`src/nlb_pkg.sv`:
```
package nlb_pkg;

   // --------------------
   // Data widths
   // --------------------

   // Host-side cache line address and payload
   typedef logic [31:0]  cl_addr_t;
   typedef logic [511:0] cl_data_t;

   // Line count, also used as line index
   typedef logic [15:0]  cl_count_t;

   // Request metadata, carries the line index
   typedef logic [15:0]  req_tid_t;

   // MMIO side
   typedef logic [15:0]  csr_addr_t;
   typedef logic [63:0]  csr_data_t;
   typedef logic [8:0]   mmio_tid_t;

   // --------------------
   // CSR map
   // --------------------

   localparam csr_addr_t CSR_SCRATCH    = 16'h0100;
   localparam csr_addr_t CSR_SRC_ADDR   = 16'h0120;
   localparam csr_addr_t CSR_DST_ADDR   = 16'h0128;
   localparam csr_addr_t CSR_NUM_LINES  = 16'h0130;
   localparam csr_addr_t CSR_CTL        = 16'h0138;
   localparam csr_addr_t CSR_CFG        = 16'h0140;
   localparam csr_addr_t CSR_STATUS     = 16'h0160;
   localparam csr_addr_t CSR_NUM_READS  = 16'h0168;
   localparam csr_addr_t CSR_NUM_WRITES = 16'h0170;

   // CTL register fields
   localparam int CTL_RUN_N_BIT = 0;
   localparam int CTL_START_BIT = 1;

   // --------------------
   // Encodings
   // --------------------

   // Test mode, CFG bits 4 to 2
   typedef enum logic [2:0]
   {
      MODE_LPBK1 = 3'd0,
      MODE_READ  = 3'd1,
      MODE_WRITE = 3'd2,
      MODE_TRPUT = 3'd3
   } test_mode_e;

   typedef enum logic [1:0]
   {
      ST_IDLE,
      ST_RUN,
      ST_DONE
   } engine_state_e;

   // --------------------
   // Channel structs
   // --------------------

   typedef struct packed
   {
      logic      wr_valid;
      logic      rd_valid;
      csr_addr_t addr;
      mmio_tid_t tid;
      csr_data_t data;
   } mmio_req_t;

   typedef struct packed
   {
      logic      valid;
      mmio_tid_t tid;
      csr_data_t data;
   } mmio_rsp_t;

   typedef struct packed
   {
      logic     valid;
      cl_addr_t addr;
      req_tid_t tid;
   } rd_req_t;

   typedef struct packed
   {
      logic     valid;
      cl_addr_t addr;
      req_tid_t tid;
      cl_data_t data;
   } wr_req_t;

   typedef struct packed
   {
      logic     valid;
      req_tid_t tid;
      cl_data_t data;
   } rd_rsp_t;

   typedef struct packed
   {
      logic     valid;
      req_tid_t tid;
   } wr_rsp_t;

   // Register image handed from CSR block to engine
   typedef struct packed
   {
      cl_addr_t   src;
      cl_addr_t   dst;
      cl_count_t  num_lines;
      test_mode_e mode;
      logic       run_n;
      logic       start;
   } test_cfg_t;

   // Engine to requestor, held until the matching sent pulse
   typedef struct packed
   {
      logic     rd_en;
      cl_addr_t rd_addr;
      req_tid_t rd_tid;
      logic     wr_en;
      cl_addr_t wr_addr;
      req_tid_t wr_tid;
      cl_data_t wr_data;
   } engine_req_t;

endpackage

```
`src/nlb_csr.sv`:
```
`timescale 1ns/100ps

module nlb_csr
(
   input  logic               Clk_400,
   input  logic               reset,
   input  nlb_pkg::mmio_req_t mmio_req,
   output nlb_pkg::mmio_rsp_t mmio_rsp,
   output nlb_pkg::test_cfg_t cfg,
   input  logic               running,
   input  logic               test_done,
   input  nlb_pkg::csr_data_t num_reads,
   input  nlb_pkg::csr_data_t num_writes
);

   import nlb_pkg::*;

   // Register storage
   csr_data_t  scratch;
   cl_addr_t   src_addr;
   cl_addr_t   dst_addr;
   cl_count_t  num_lines;
   test_mode_e mode;
   logic       run_n;
   logic       start;

   // Read-back mux output
   csr_data_t  rd_data;

   // --------------------
   // Register writes
   // --------------------

   // Write lands on the edge after wr_valid
   // Test setup is frozen while the engine runs
   always_ff @(posedge Clk_400)
   begin
      if (reset)
      begin
         scratch   <= '0;
         src_addr  <= '0;
         dst_addr  <= '0;
         num_lines <= '0;
         mode      <= MODE_LPBK1;
         run_n     <= 1'b0;
         start     <= 1'b0;
      end
      else if (mmio_req.wr_valid)
      begin
         case (mmio_req.addr)
            CSR_SCRATCH:
            begin
               scratch <= mmio_req.data;
            end
            CSR_SRC_ADDR:
            begin
               if (!running)
                  src_addr <= mmio_req.data[31:0];
            end
            CSR_DST_ADDR:
            begin
               if (!running)
                  dst_addr <= mmio_req.data[31:0];
            end
            CSR_NUM_LINES:
            begin
               if (!running)
                  num_lines <= mmio_req.data[15:0];
            end
            CSR_CTL:
            begin
               // Control stays writable, so software can stop a run
               run_n <= mmio_req.data[CTL_RUN_N_BIT];
               start <= mmio_req.data[CTL_START_BIT];
            end
            CSR_CFG:
            begin
               if (!running)
                  mode <= test_mode_e'(mmio_req.data[4:2]);
            end
            default:
            begin
            end
         endcase
      end
   end

   // Register image to the engine
   always_comb
   begin
      cfg.src       = src_addr;
      cfg.dst       = dst_addr;
      cfg.num_lines = num_lines;
      cfg.mode      = mode;
      cfg.run_n     = run_n;
      cfg.start     = start;
   end

   // --------------------
   // Register reads
   // --------------------

   always_comb
   begin
      case (mmio_req.addr)
         CSR_SCRATCH:    rd_data = scratch;
         CSR_SRC_ADDR:   rd_data = {32'h0, src_addr};
         CSR_DST_ADDR:   rd_data = {32'h0, dst_addr};
         CSR_NUM_LINES:  rd_data = {48'h0, num_lines};
         CSR_CTL:        rd_data = {62'h0, start, run_n};
         CSR_CFG:        rd_data = {59'h0, mode, 2'b00};
         // Bit 0 completion flag, bit 1 busy
         CSR_STATUS:     rd_data = {62'h0, running, test_done};
         CSR_NUM_READS:  rd_data = num_reads;
         CSR_NUM_WRITES: rd_data = num_writes;
         default:        rd_data = '0;
      endcase
   end

   // Response one cycle after rd_valid, tid echoed back
   always_ff @(posedge Clk_400)
   begin
      mmio_rsp.tid  <= mmio_req.tid;
      mmio_rsp.data <= rd_data;
      if (reset)
         mmio_rsp.valid <= 1'b0;
      else
         mmio_rsp.valid <= mmio_req.rd_valid;
   end

endmodule

```
`src/nlb_requestor.sv`:
```
`timescale 1ns/100ps

module nlb_requestor
(
   input  logic                 Clk_400,
   input  logic                 reset,
   input  nlb_pkg::engine_req_t req,
   output logic                 rd_sent,
   output logic                 wr_sent,
   output nlb_pkg::rd_req_t     tx_rd,
   output nlb_pkg::wr_req_t     tx_wr,
   input  nlb_pkg::rd_rsp_t     rx_rd,
   input  nlb_pkg::wr_rsp_t     rx_wr,
   output nlb_pkg::rd_rsp_t     rd_rsp,
   output nlb_pkg::wr_rsp_t     wr_rsp,
   input  logic                 rd_alm_full,
   input  logic                 wr_alm_full,
   input  logic                 test_reset,
   output nlb_pkg::csr_data_t   num_reads,
   output nlb_pkg::csr_data_t   num_writes
);

   import nlb_pkg::*;

   // --------------------
   // Request issue
   // --------------------

   // Accept only while the host channel has room
   // Engine sees the accept in the same cycle and advances
   always_comb
   begin
      rd_sent = req.rd_en && !rd_alm_full;
      wr_sent = req.wr_en && !wr_alm_full;
   end

   // Read channel, visible at the port one cycle after accept
   always_ff @(posedge Clk_400)
   begin
      if (rd_sent)
      begin
         tx_rd.addr <= req.rd_addr;
         tx_rd.tid  <= req.rd_tid;
      end
      if (reset)
         tx_rd.valid <= 1'b0;
      else
         tx_rd.valid <= rd_sent;
   end

   // Write channel, same timing
   always_ff @(posedge Clk_400)
   begin
      if (wr_sent)
      begin
         tx_wr.addr <= req.wr_addr;
         tx_wr.tid  <= req.wr_tid;
         tx_wr.data <= req.wr_data;
      end
      if (reset)
         tx_wr.valid <= 1'b0;
      else
         tx_wr.valid <= wr_sent;
   end

   // --------------------
   // Response path
   // --------------------

   // One register stage before the engine
   always_ff @(posedge Clk_400)
   begin
      rd_rsp.tid  <= rx_rd.tid;
      rd_rsp.data <= rx_rd.data;
      wr_rsp.tid  <= rx_wr.tid;
      if (reset)
      begin
         rd_rsp.valid <= 1'b0;
         wr_rsp.valid <= 1'b0;
      end
      else
      begin
         rd_rsp.valid <= rx_rd.valid;
         wr_rsp.valid <= rx_wr.valid;
      end
   end

   // --------------------
   // Issue counters
   // --------------------

   // Cleared while the test is held in reset through CTL
   always_ff @(posedge Clk_400)
   begin
      if (reset || test_reset)
      begin
         num_reads  <= '0;
         num_writes <= '0;
      end
      else
      begin
         if (rd_sent)
            num_reads <= num_reads + 64'd1;
         if (wr_sent)
            num_writes <= num_writes + 64'd1;
      end
   end

endmodule

```
`src/nlb_test_engine.sv`:
```
`timescale 1ns/100ps

module nlb_test_engine
(
   input  logic                 Clk_400,
   input  logic                 reset,
   input  nlb_pkg::test_cfg_t   cfg,
   output nlb_pkg::engine_req_t req,
   input  logic                 rd_sent,
   input  logic                 wr_sent,
   input  nlb_pkg::rd_rsp_t     rd_rsp,
   input  nlb_pkg::wr_rsp_t     wr_rsp,
   output logic                 running,
   output logic                 test_done
);

   import nlb_pkg::*;

   engine_state_e state;

   // Next line to issue on each channel
   cl_count_t rd_idx;
   cl_count_t wr_idx;

   // Responses seen so far
   cl_count_t rd_cnt;
   cl_count_t wr_cnt;

   // LPBK1 copy buffer, one line deep
   logic      hold_valid;
   req_tid_t  hold_tid;
   cl_data_t  hold_data;

   // Mode decode and progress flags
   logic      is_lpbk;
   logic      need_rd;
   logic      need_wr;
   logic      rd_more;
   logic      wr_more;
   logic      rd_block;
   logic      all_rsp;

   // --------------------
   // Mode decode
   // --------------------

   always_comb
   begin
      is_lpbk = (cfg.mode == MODE_LPBK1);
      need_rd = is_lpbk || (cfg.mode == MODE_READ) || (cfg.mode == MODE_TRPUT);
      need_wr = is_lpbk || (cfg.mode == MODE_WRITE) || (cfg.mode == MODE_TRPUT);
      rd_more = (rd_idx < cfg.num_lines);
      wr_more = (wr_idx < cfg.num_lines);
      // LPBK1 keeps one read in flight and waits for the buffer to drain
      // A response can then never find the buffer full
      rd_block = is_lpbk && (hold_valid || (rd_idx != rd_cnt));
      all_rsp = (!need_rd || (rd_cnt == cfg.num_lines)) &&
                (!need_wr || (wr_cnt == cfg.num_lines));
   end

   // --------------------
   // Request generation
   // --------------------

   // Index only moves on a sent pulse, so the request stays stable until taken
   always_comb
   begin
      req.rd_en   = (state == ST_RUN) && need_rd && rd_more && !rd_block;
      req.rd_addr = cfg.src + cl_addr_t'(rd_idx);
      req.rd_tid  = req_tid_t'(rd_idx);

      if (is_lpbk)
      begin
         // Copy: write back what the read returned
         req.wr_en   = (state == ST_RUN) && hold_valid;
         req.wr_addr = cfg.dst + cl_addr_t'(hold_tid);
         req.wr_tid  = hold_tid;
         req.wr_data = hold_data;
      end
      else
      begin
         // Pattern: every 32-bit word holds the line index
         req.wr_en   = (state == ST_RUN) && need_wr && wr_more;
         req.wr_addr = cfg.dst + cl_addr_t'(wr_idx);
         req.wr_tid  = req_tid_t'(wr_idx);
         req.wr_data = {16{16'h0000, wr_idx}};
      end
   end

   // --------------------
   // Test FSM
   // --------------------

   // run_n low holds the engine in idle
   always_ff @(posedge Clk_400)
   begin
      if (reset || !cfg.run_n)
      begin
         state <= ST_IDLE;
      end
      else
      begin
         case (state)
            ST_IDLE:
            begin
               if (cfg.start)
                  state <= ST_RUN;
            end
            ST_RUN:
            begin
               if (all_rsp)
                  state <= ST_DONE;
            end
            // Leaves only through run_n
            default:
            begin
               state <= ST_DONE;
            end
         endcase
      end
   end

   always_comb
   begin
      running   = (state == ST_RUN);
      test_done = (state == ST_DONE);
   end

   // --------------------
   // Indices and counters
   // --------------------

   always_ff @(posedge Clk_400)
   begin
      if (reset || !cfg.run_n || (state == ST_IDLE))
      begin
         rd_idx     <= '0;
         wr_idx     <= '0;
         rd_cnt     <= '0;
         wr_cnt     <= '0;
         hold_valid <= 1'b0;
      end
      else if (state == ST_RUN)
      begin
         if (rd_sent)
            rd_idx <= rd_idx + 16'd1;
         if (wr_sent && !is_lpbk)
            wr_idx <= wr_idx + 16'd1;
         if (rd_rsp.valid)
            rd_cnt <= rd_cnt + 16'd1;
         if (wr_rsp.valid)
            wr_cnt <= wr_cnt + 16'd1;

         // Buffer fills on a read response, empties when its write goes out
         if (is_lpbk && rd_rsp.valid)
            hold_valid <= 1'b1;
         else if (is_lpbk && wr_sent)
            hold_valid <= 1'b0;
      end
   end

   // Buffer payload
   always_ff @(posedge Clk_400)
   begin
      if (rd_rsp.valid)
      begin
         hold_tid  <= rd_rsp.tid;
         hold_data <= rd_rsp.data;
      end
   end

endmodule

```
`src/nlb_lpbk.sv`:
```
`timescale 1ns/100ps

module nlb_lpbk
(
   input  logic               Clk_400,
   input  logic               reset,
   input  nlb_pkg::mmio_req_t mmio_req,
   output nlb_pkg::mmio_rsp_t mmio_rsp,
   output nlb_pkg::rd_req_t   tx_rd,
   output nlb_pkg::wr_req_t   tx_wr,
   input  nlb_pkg::rd_rsp_t   rx_rd,
   input  nlb_pkg::wr_rsp_t   rx_wr,
   input  logic               rd_alm_full,
   input  logic               wr_alm_full
);

   import nlb_pkg::*;

   // Registered copy of the port reset, used by every block
   logic        reset_q;

   // CSR to engine
   test_cfg_t   cfg;
   logic        running;
   logic        test_done;

   // Engine and requestor
   engine_req_t eng_req;
   logic        rd_sent;
   logic        wr_sent;
   rd_rsp_t     rd_rsp;
   wr_rsp_t     wr_rsp;

   // Requestor counters back to CSR
   csr_data_t   num_reads;
   csr_data_t   num_writes;
   logic        test_reset;

   always_ff @(posedge Clk_400)
   begin
      reset_q <= reset;
   end

   // Counters follow the active-low test reset in CTL
   assign test_reset = ~cfg.run_n;

   // --------------------
   // Blocks
   // --------------------

   nlb_csr u_csr
   (
      .Clk_400    (Clk_400),
      .reset      (reset_q),
      .mmio_req   (mmio_req),
      .mmio_rsp   (mmio_rsp),
      .cfg        (cfg),
      .running    (running),
      .test_done  (test_done),
      .num_reads  (num_reads),
      .num_writes (num_writes)
   );

   nlb_test_engine u_engine
   (
      .Clk_400   (Clk_400),
      .reset     (reset_q),
      .cfg       (cfg),
      .req       (eng_req),
      .rd_sent   (rd_sent),
      .wr_sent   (wr_sent),
      .rd_rsp    (rd_rsp),
      .wr_rsp    (wr_rsp),
      .running   (running),
      .test_done (test_done)
   );

   nlb_requestor u_requestor
   (
      .Clk_400     (Clk_400),
      .reset       (reset_q),
      .req         (eng_req),
      .rd_sent     (rd_sent),
      .wr_sent     (wr_sent),
      .tx_rd       (tx_rd),
      .tx_wr       (tx_wr),
      .rx_rd       (rx_rd),
      .rx_wr       (rx_wr),
      .rd_rsp      (rd_rsp),
      .wr_rsp      (wr_rsp),
      .rd_alm_full (rd_alm_full),
      .wr_alm_full (wr_alm_full),
      .test_reset  (test_reset),
      .num_reads   (num_reads),
      .num_writes  (num_writes)
   );

endmodule

```
`config.mk`:
```
export PLATFORM = sky130hd
export DESIGN_NAME = nlb_lpbk
export DESIGN_NICKNAME = d
export VERILOG_FILES = /design/src/nlb_pkg.sv /design/src/nlb_csr.sv /design/src/nlb_requestor.sv /design/src/nlb_test_engine.sv /design/src/nlb_lpbk.sv
export SDC_FILE = /design/constraint.sdc
export NUM_CORES = 2
export LEC_CHECK = 0
export ABC_CLOCK_PERIOD_IN_PS = 21300
export BUFFER_PORTS_ARGS = -buffer_cell sky130_fd_sc_hd__buf_2
export CAP_MARGIN = 20
export CORE_AREA = 2 2 511 513
export DETAILED_ROUTE_END_ITERATION = 6
export DIE_AREA = 0 0 513 515
export HOLD_SLACK_MARGIN = 0.02
export PLACE_DENSITY = 0.57
export SETUP_SLACK_MARGIN = 0.3
export SYNTH_ARGS = -nofsm -noshare
export SYNTH_HDL_FRONTEND = slang
export SYNTH_SLANG_ARGS = --single-unit
```
`constraint.sdc`:
```
create_clock -name Clk_400 -period 21.3 [get_ports Clk_400]
set_input_delay 1.065 -clock Clk_400 [delete_from_list [all_inputs] [get_ports Clk_400]]
set_output_delay 1.065 -clock Clk_400 [all_outputs]
set_load 0.005 [all_outputs]
```
==> impl_metrics.env <==
export IMPL_via_count=45800
export IMPL_grtUsageTotal=0.200
export IMPL_io_pins=1325
export IMPL_rows=187
export IMPL_routedWlPerCell_um=27.8
export IMPL_grt_setup_unrepaired="false"
export IMPL_hold_path_class="in2reg"
export IMPL_ys_seq_area_frac=0.762
export IMPL_crit_path_top_delay_cell="buf_4"
export IMPL_fmax_mhz=162
export IMPL_nets=6969
export IMPL_path_buf_inv=6
export IMPL_path_max_fanout=74
export IMPL_synthCells=4879
export IMPL_required_ps=21760
export IMPL_drt_iter0_drc=4290
export IMPL_avgSynthCellArea_um2=14.3
export IMPL_post_place_ws_ps=15000
export IMPL_grt_max_degree=139
export IMPL_drtAntennaViolNets=0
export IMPL_io_buffers=1308
export IMPL_critical_path_startpoint_type="register"
export IMPL_synth_most_common_cell="edfxtp_1"
export IMPL_synthTopCellsByCount="edfxtp_1 (1136), dfxtp_1 (951), nand2_1 (475)"
export IMPL_p_int_mw=6.73
export IMPL_ir_drop_mv=0.0967
export IMPL_grt_antenna_before_repair=180
export IMPL_switching_share=0.210
export IMPL_switchingPower_mw=1.79
export IMPL_worstMarginPinSlew_ps=1010
export IMPL_cts_made_buffers=228
export IMPL_hold_viol=0
export IMPL_synth_main_ff_cell="edfxtp_1"
export IMPL_synth_edff_count=1136
export IMPL_wl_met3_mm=21.2
export IMPL_multi_input_area_um2=15400
export IMPL_route_met2_wl_mm=134
export IMPL_routabilityCongestion=0.890
export IMPL_postSynth_asyncResetShare=0
export IMPL_drc_errors=16
export IMPL_crit_chain="inv_1 > ha_1 > a21oi_1 > o21ai_0 > a2111oi_0 > o21ai_0 > a21oi_1 > nor2_1 > buf_4 > inv_8 > buf_4 > buf_4 > buf_4"
export IMPL_period_minus_slack_ps=6150
export IMPL_synth_area_leaders="edfxtp_1 (49%), dfxtp_1 (27%), a21o_1 (3.1%), nand2_1 (2.6%), and2_1 (2.5%)"
export IMPL_p_comb_frac=0.017
export IMPL_yosysWarnings=0
export IMPL_wirelength_met1_mm=107
export IMPL_critPathKind="reg2reg"
export IMPL_register_area_um2=53200
export IMPL_power_total_mw=8.51
export IMPL_drt_first_pass_iters=7
export IMPL_nFillCells=25400
export IMPL_yosysTopAreaCellShare=0.489
export IMPL_area_growth_pct=26.3
export IMPL_ctsRootBufferMaster="clkbuf_16"
export IMPL_avgViaCountPerCell=4.63
export IMPL_clk_pin_slew_ps=60
export IMPL_start_util=0.270
export IMPL_cp_end_kind="register"
export IMPL_relSlewSlack=0.324
export IMPL_ys_ff_latch=2087
export IMPL_postCtsSetupBuffers=0
export IMPL_clock_path_buffers=4
export IMPL_top_layer="met5"
export IMPL_fp_dieH_um=515
export IMPL_grt_first_pass_wirelength_mm=368
export IMPL_cpPeakStageDelay_ps=850
export IMPL_cts_sinks=2087
export IMPL_h_tree_depth=4
export IMPL_place_hpwl_mm=208
export IMPL_holdBufCountCts=0
export IMPL_fin_crit_sh=0.289
export IMPL_grt_remaining_overflow=0
export IMPL_insertion_delay_ps=920
export IMPL_yosysTopAreaCell="edfxtp_1"
export IMPL_drt_wl_total_mm=275
export IMPL_final_max_slew_viol_count=0
export IMPL_violations="DRC"
export IMPL_fp_dieW_um=513
export IMPL_seqPwrFrac=0.513
export IMPL_crit_arrival_ps=6610
export IMPL_cp_common_cell="buf_4"
export IMPL_drv_cap=0
export IMPL_cts_tree="yes"
export IMPL_tns_ps=0
export IMPL_placeableCoreArea_um2=259000
export IMPL_crit_family="buffers and inverters"
export IMPL_ys_types=73
export IMPL_synthesis_area_um2=69700
export IMPL_setup_violations=0
export IMPL_ctsResizeCount=0
export IMPL_leakagePower_nw=33.9
export IMPL_status="complete, but fails checks"
export IMPL_grt_pass1_vias=44700
export IMPL_synth_nets=5590
export IMPL_finClkSkew_ps=82.1
export IMPL_pwr_density_cell_nw_per_um2=96.7
export IMPL_pwr_share_clk=0.470
export IMPL_drive_gt1_frac=0.278
export IMPL_die_area_um2=264000
export IMPL_setup_ws_ps=15150
-- cell usage in the layout (no fill, tap or decap), types with 32 or more instances in the layout --
master and count:
xor2_1 63, inv_1 96, clkbuf_8 32, mux2i_1 52
nand4_1 63, a222oi_1 35, clkbuf_1 38, a21o_1 284
clkbuf_16 239, xnor2_1 132, or3_1 51, o21ai_0 63
diode_2 46, nor4_1 42, nor2_1 178, buf_4 70
nand2_1 474, and3_1 37, nand3_1 72, buf_2 1309
ha_1 68, clkinv_2 49, dfxtp_1 949, a21oi_1 256
edfxtp_1 1136, a22oi_1 33, and2_1 267
-- logic make-up after synthesis --
group,count (synthesis),synth area share
muxes,52,0.00747
DFF,2087,0.762
AOI/OAI and AO/OA,821,0.0794
xor gates and xnor gates,195,0.0245
adders and majority gates,70,0.0128
buffers and inverters,329,0.0180
and+or+nand+nor,1325,0.0954
-- area by class of cell --
class                      instances  area share
sequential                      2087       0.604
multi-input combinational       2463       0.175
timing repair buffer            1381      0.0809
clock buffer                     309      0.0746
tap                             3402      0.0483
clock inverter                   110      0.0119
inverter                          97     0.00422
antenna                           46     0.00131
-- registers in the layout, summed over array words and instances (netlist names), 49 cells and up --
register,count
u_requestor.rd_rsp,529
u_csr.scratch,64
u_csr.mmio_rsp,74
u_requestor.tx_rd,49
u_engine.hold_data,512
u_requestor.num_reads,64
u_requestor.num_writes,64
u_requestor.tx_wr,561
-- routing by layer --
| layer | up-vias | track usage |
|---|---|---|
| met5 | - | 0 |
| met4 | 88 | 0.0834 |
| met3 | 563 | 0.0536 |
| met2 | 2106 | 0.340 |
| met1 | 22600 | 0.239 |
| li1 | 20400 | - |
-- power by group through the flow --
stage	Sequential, mW	Clock, mW	Combinational, mW
after global routing	4.38	4.24	0.158
after global placement	4.46	0	0.145
final	4.37	4.00	0.146
after floorplan	4.48	0	0.0377
after CTS	4.37	4.09	0.148
after detailed placement	4.46	0	0.147
-- per-stage QoR --
step                      cell area, um2  cells   util  hold WS [ps]
after floorplan                    69700   4879      -           386
after global placement             80300   9428  0.310           386
after detailed placement           80300   9429  0.311           389
after CTS                          87900   9848  0.340           162
after global routing               88000   9863  0.340           199
final                              88000   9895  0.341           246
-- worst paths after layout --
kind                                              start                     end  slack (ps)  cells after the start
worst max-delay path                u_csr.num_lines[11]  u_requestor.tx_wr[476]       15150                     13
worst min register to register  u_requestor.rd_rsp[527]   u_engine.hold_tid[15]         360                      0
worst max register to register      u_csr.num_lines[11]  u_requestor.tx_wr[476]       15150                     13
worst min-delay path                          rx_rd[60]  u_requestor.rd_rsp[60]         250                      1
Note: power is estimated with default switching activity, not from simulation.
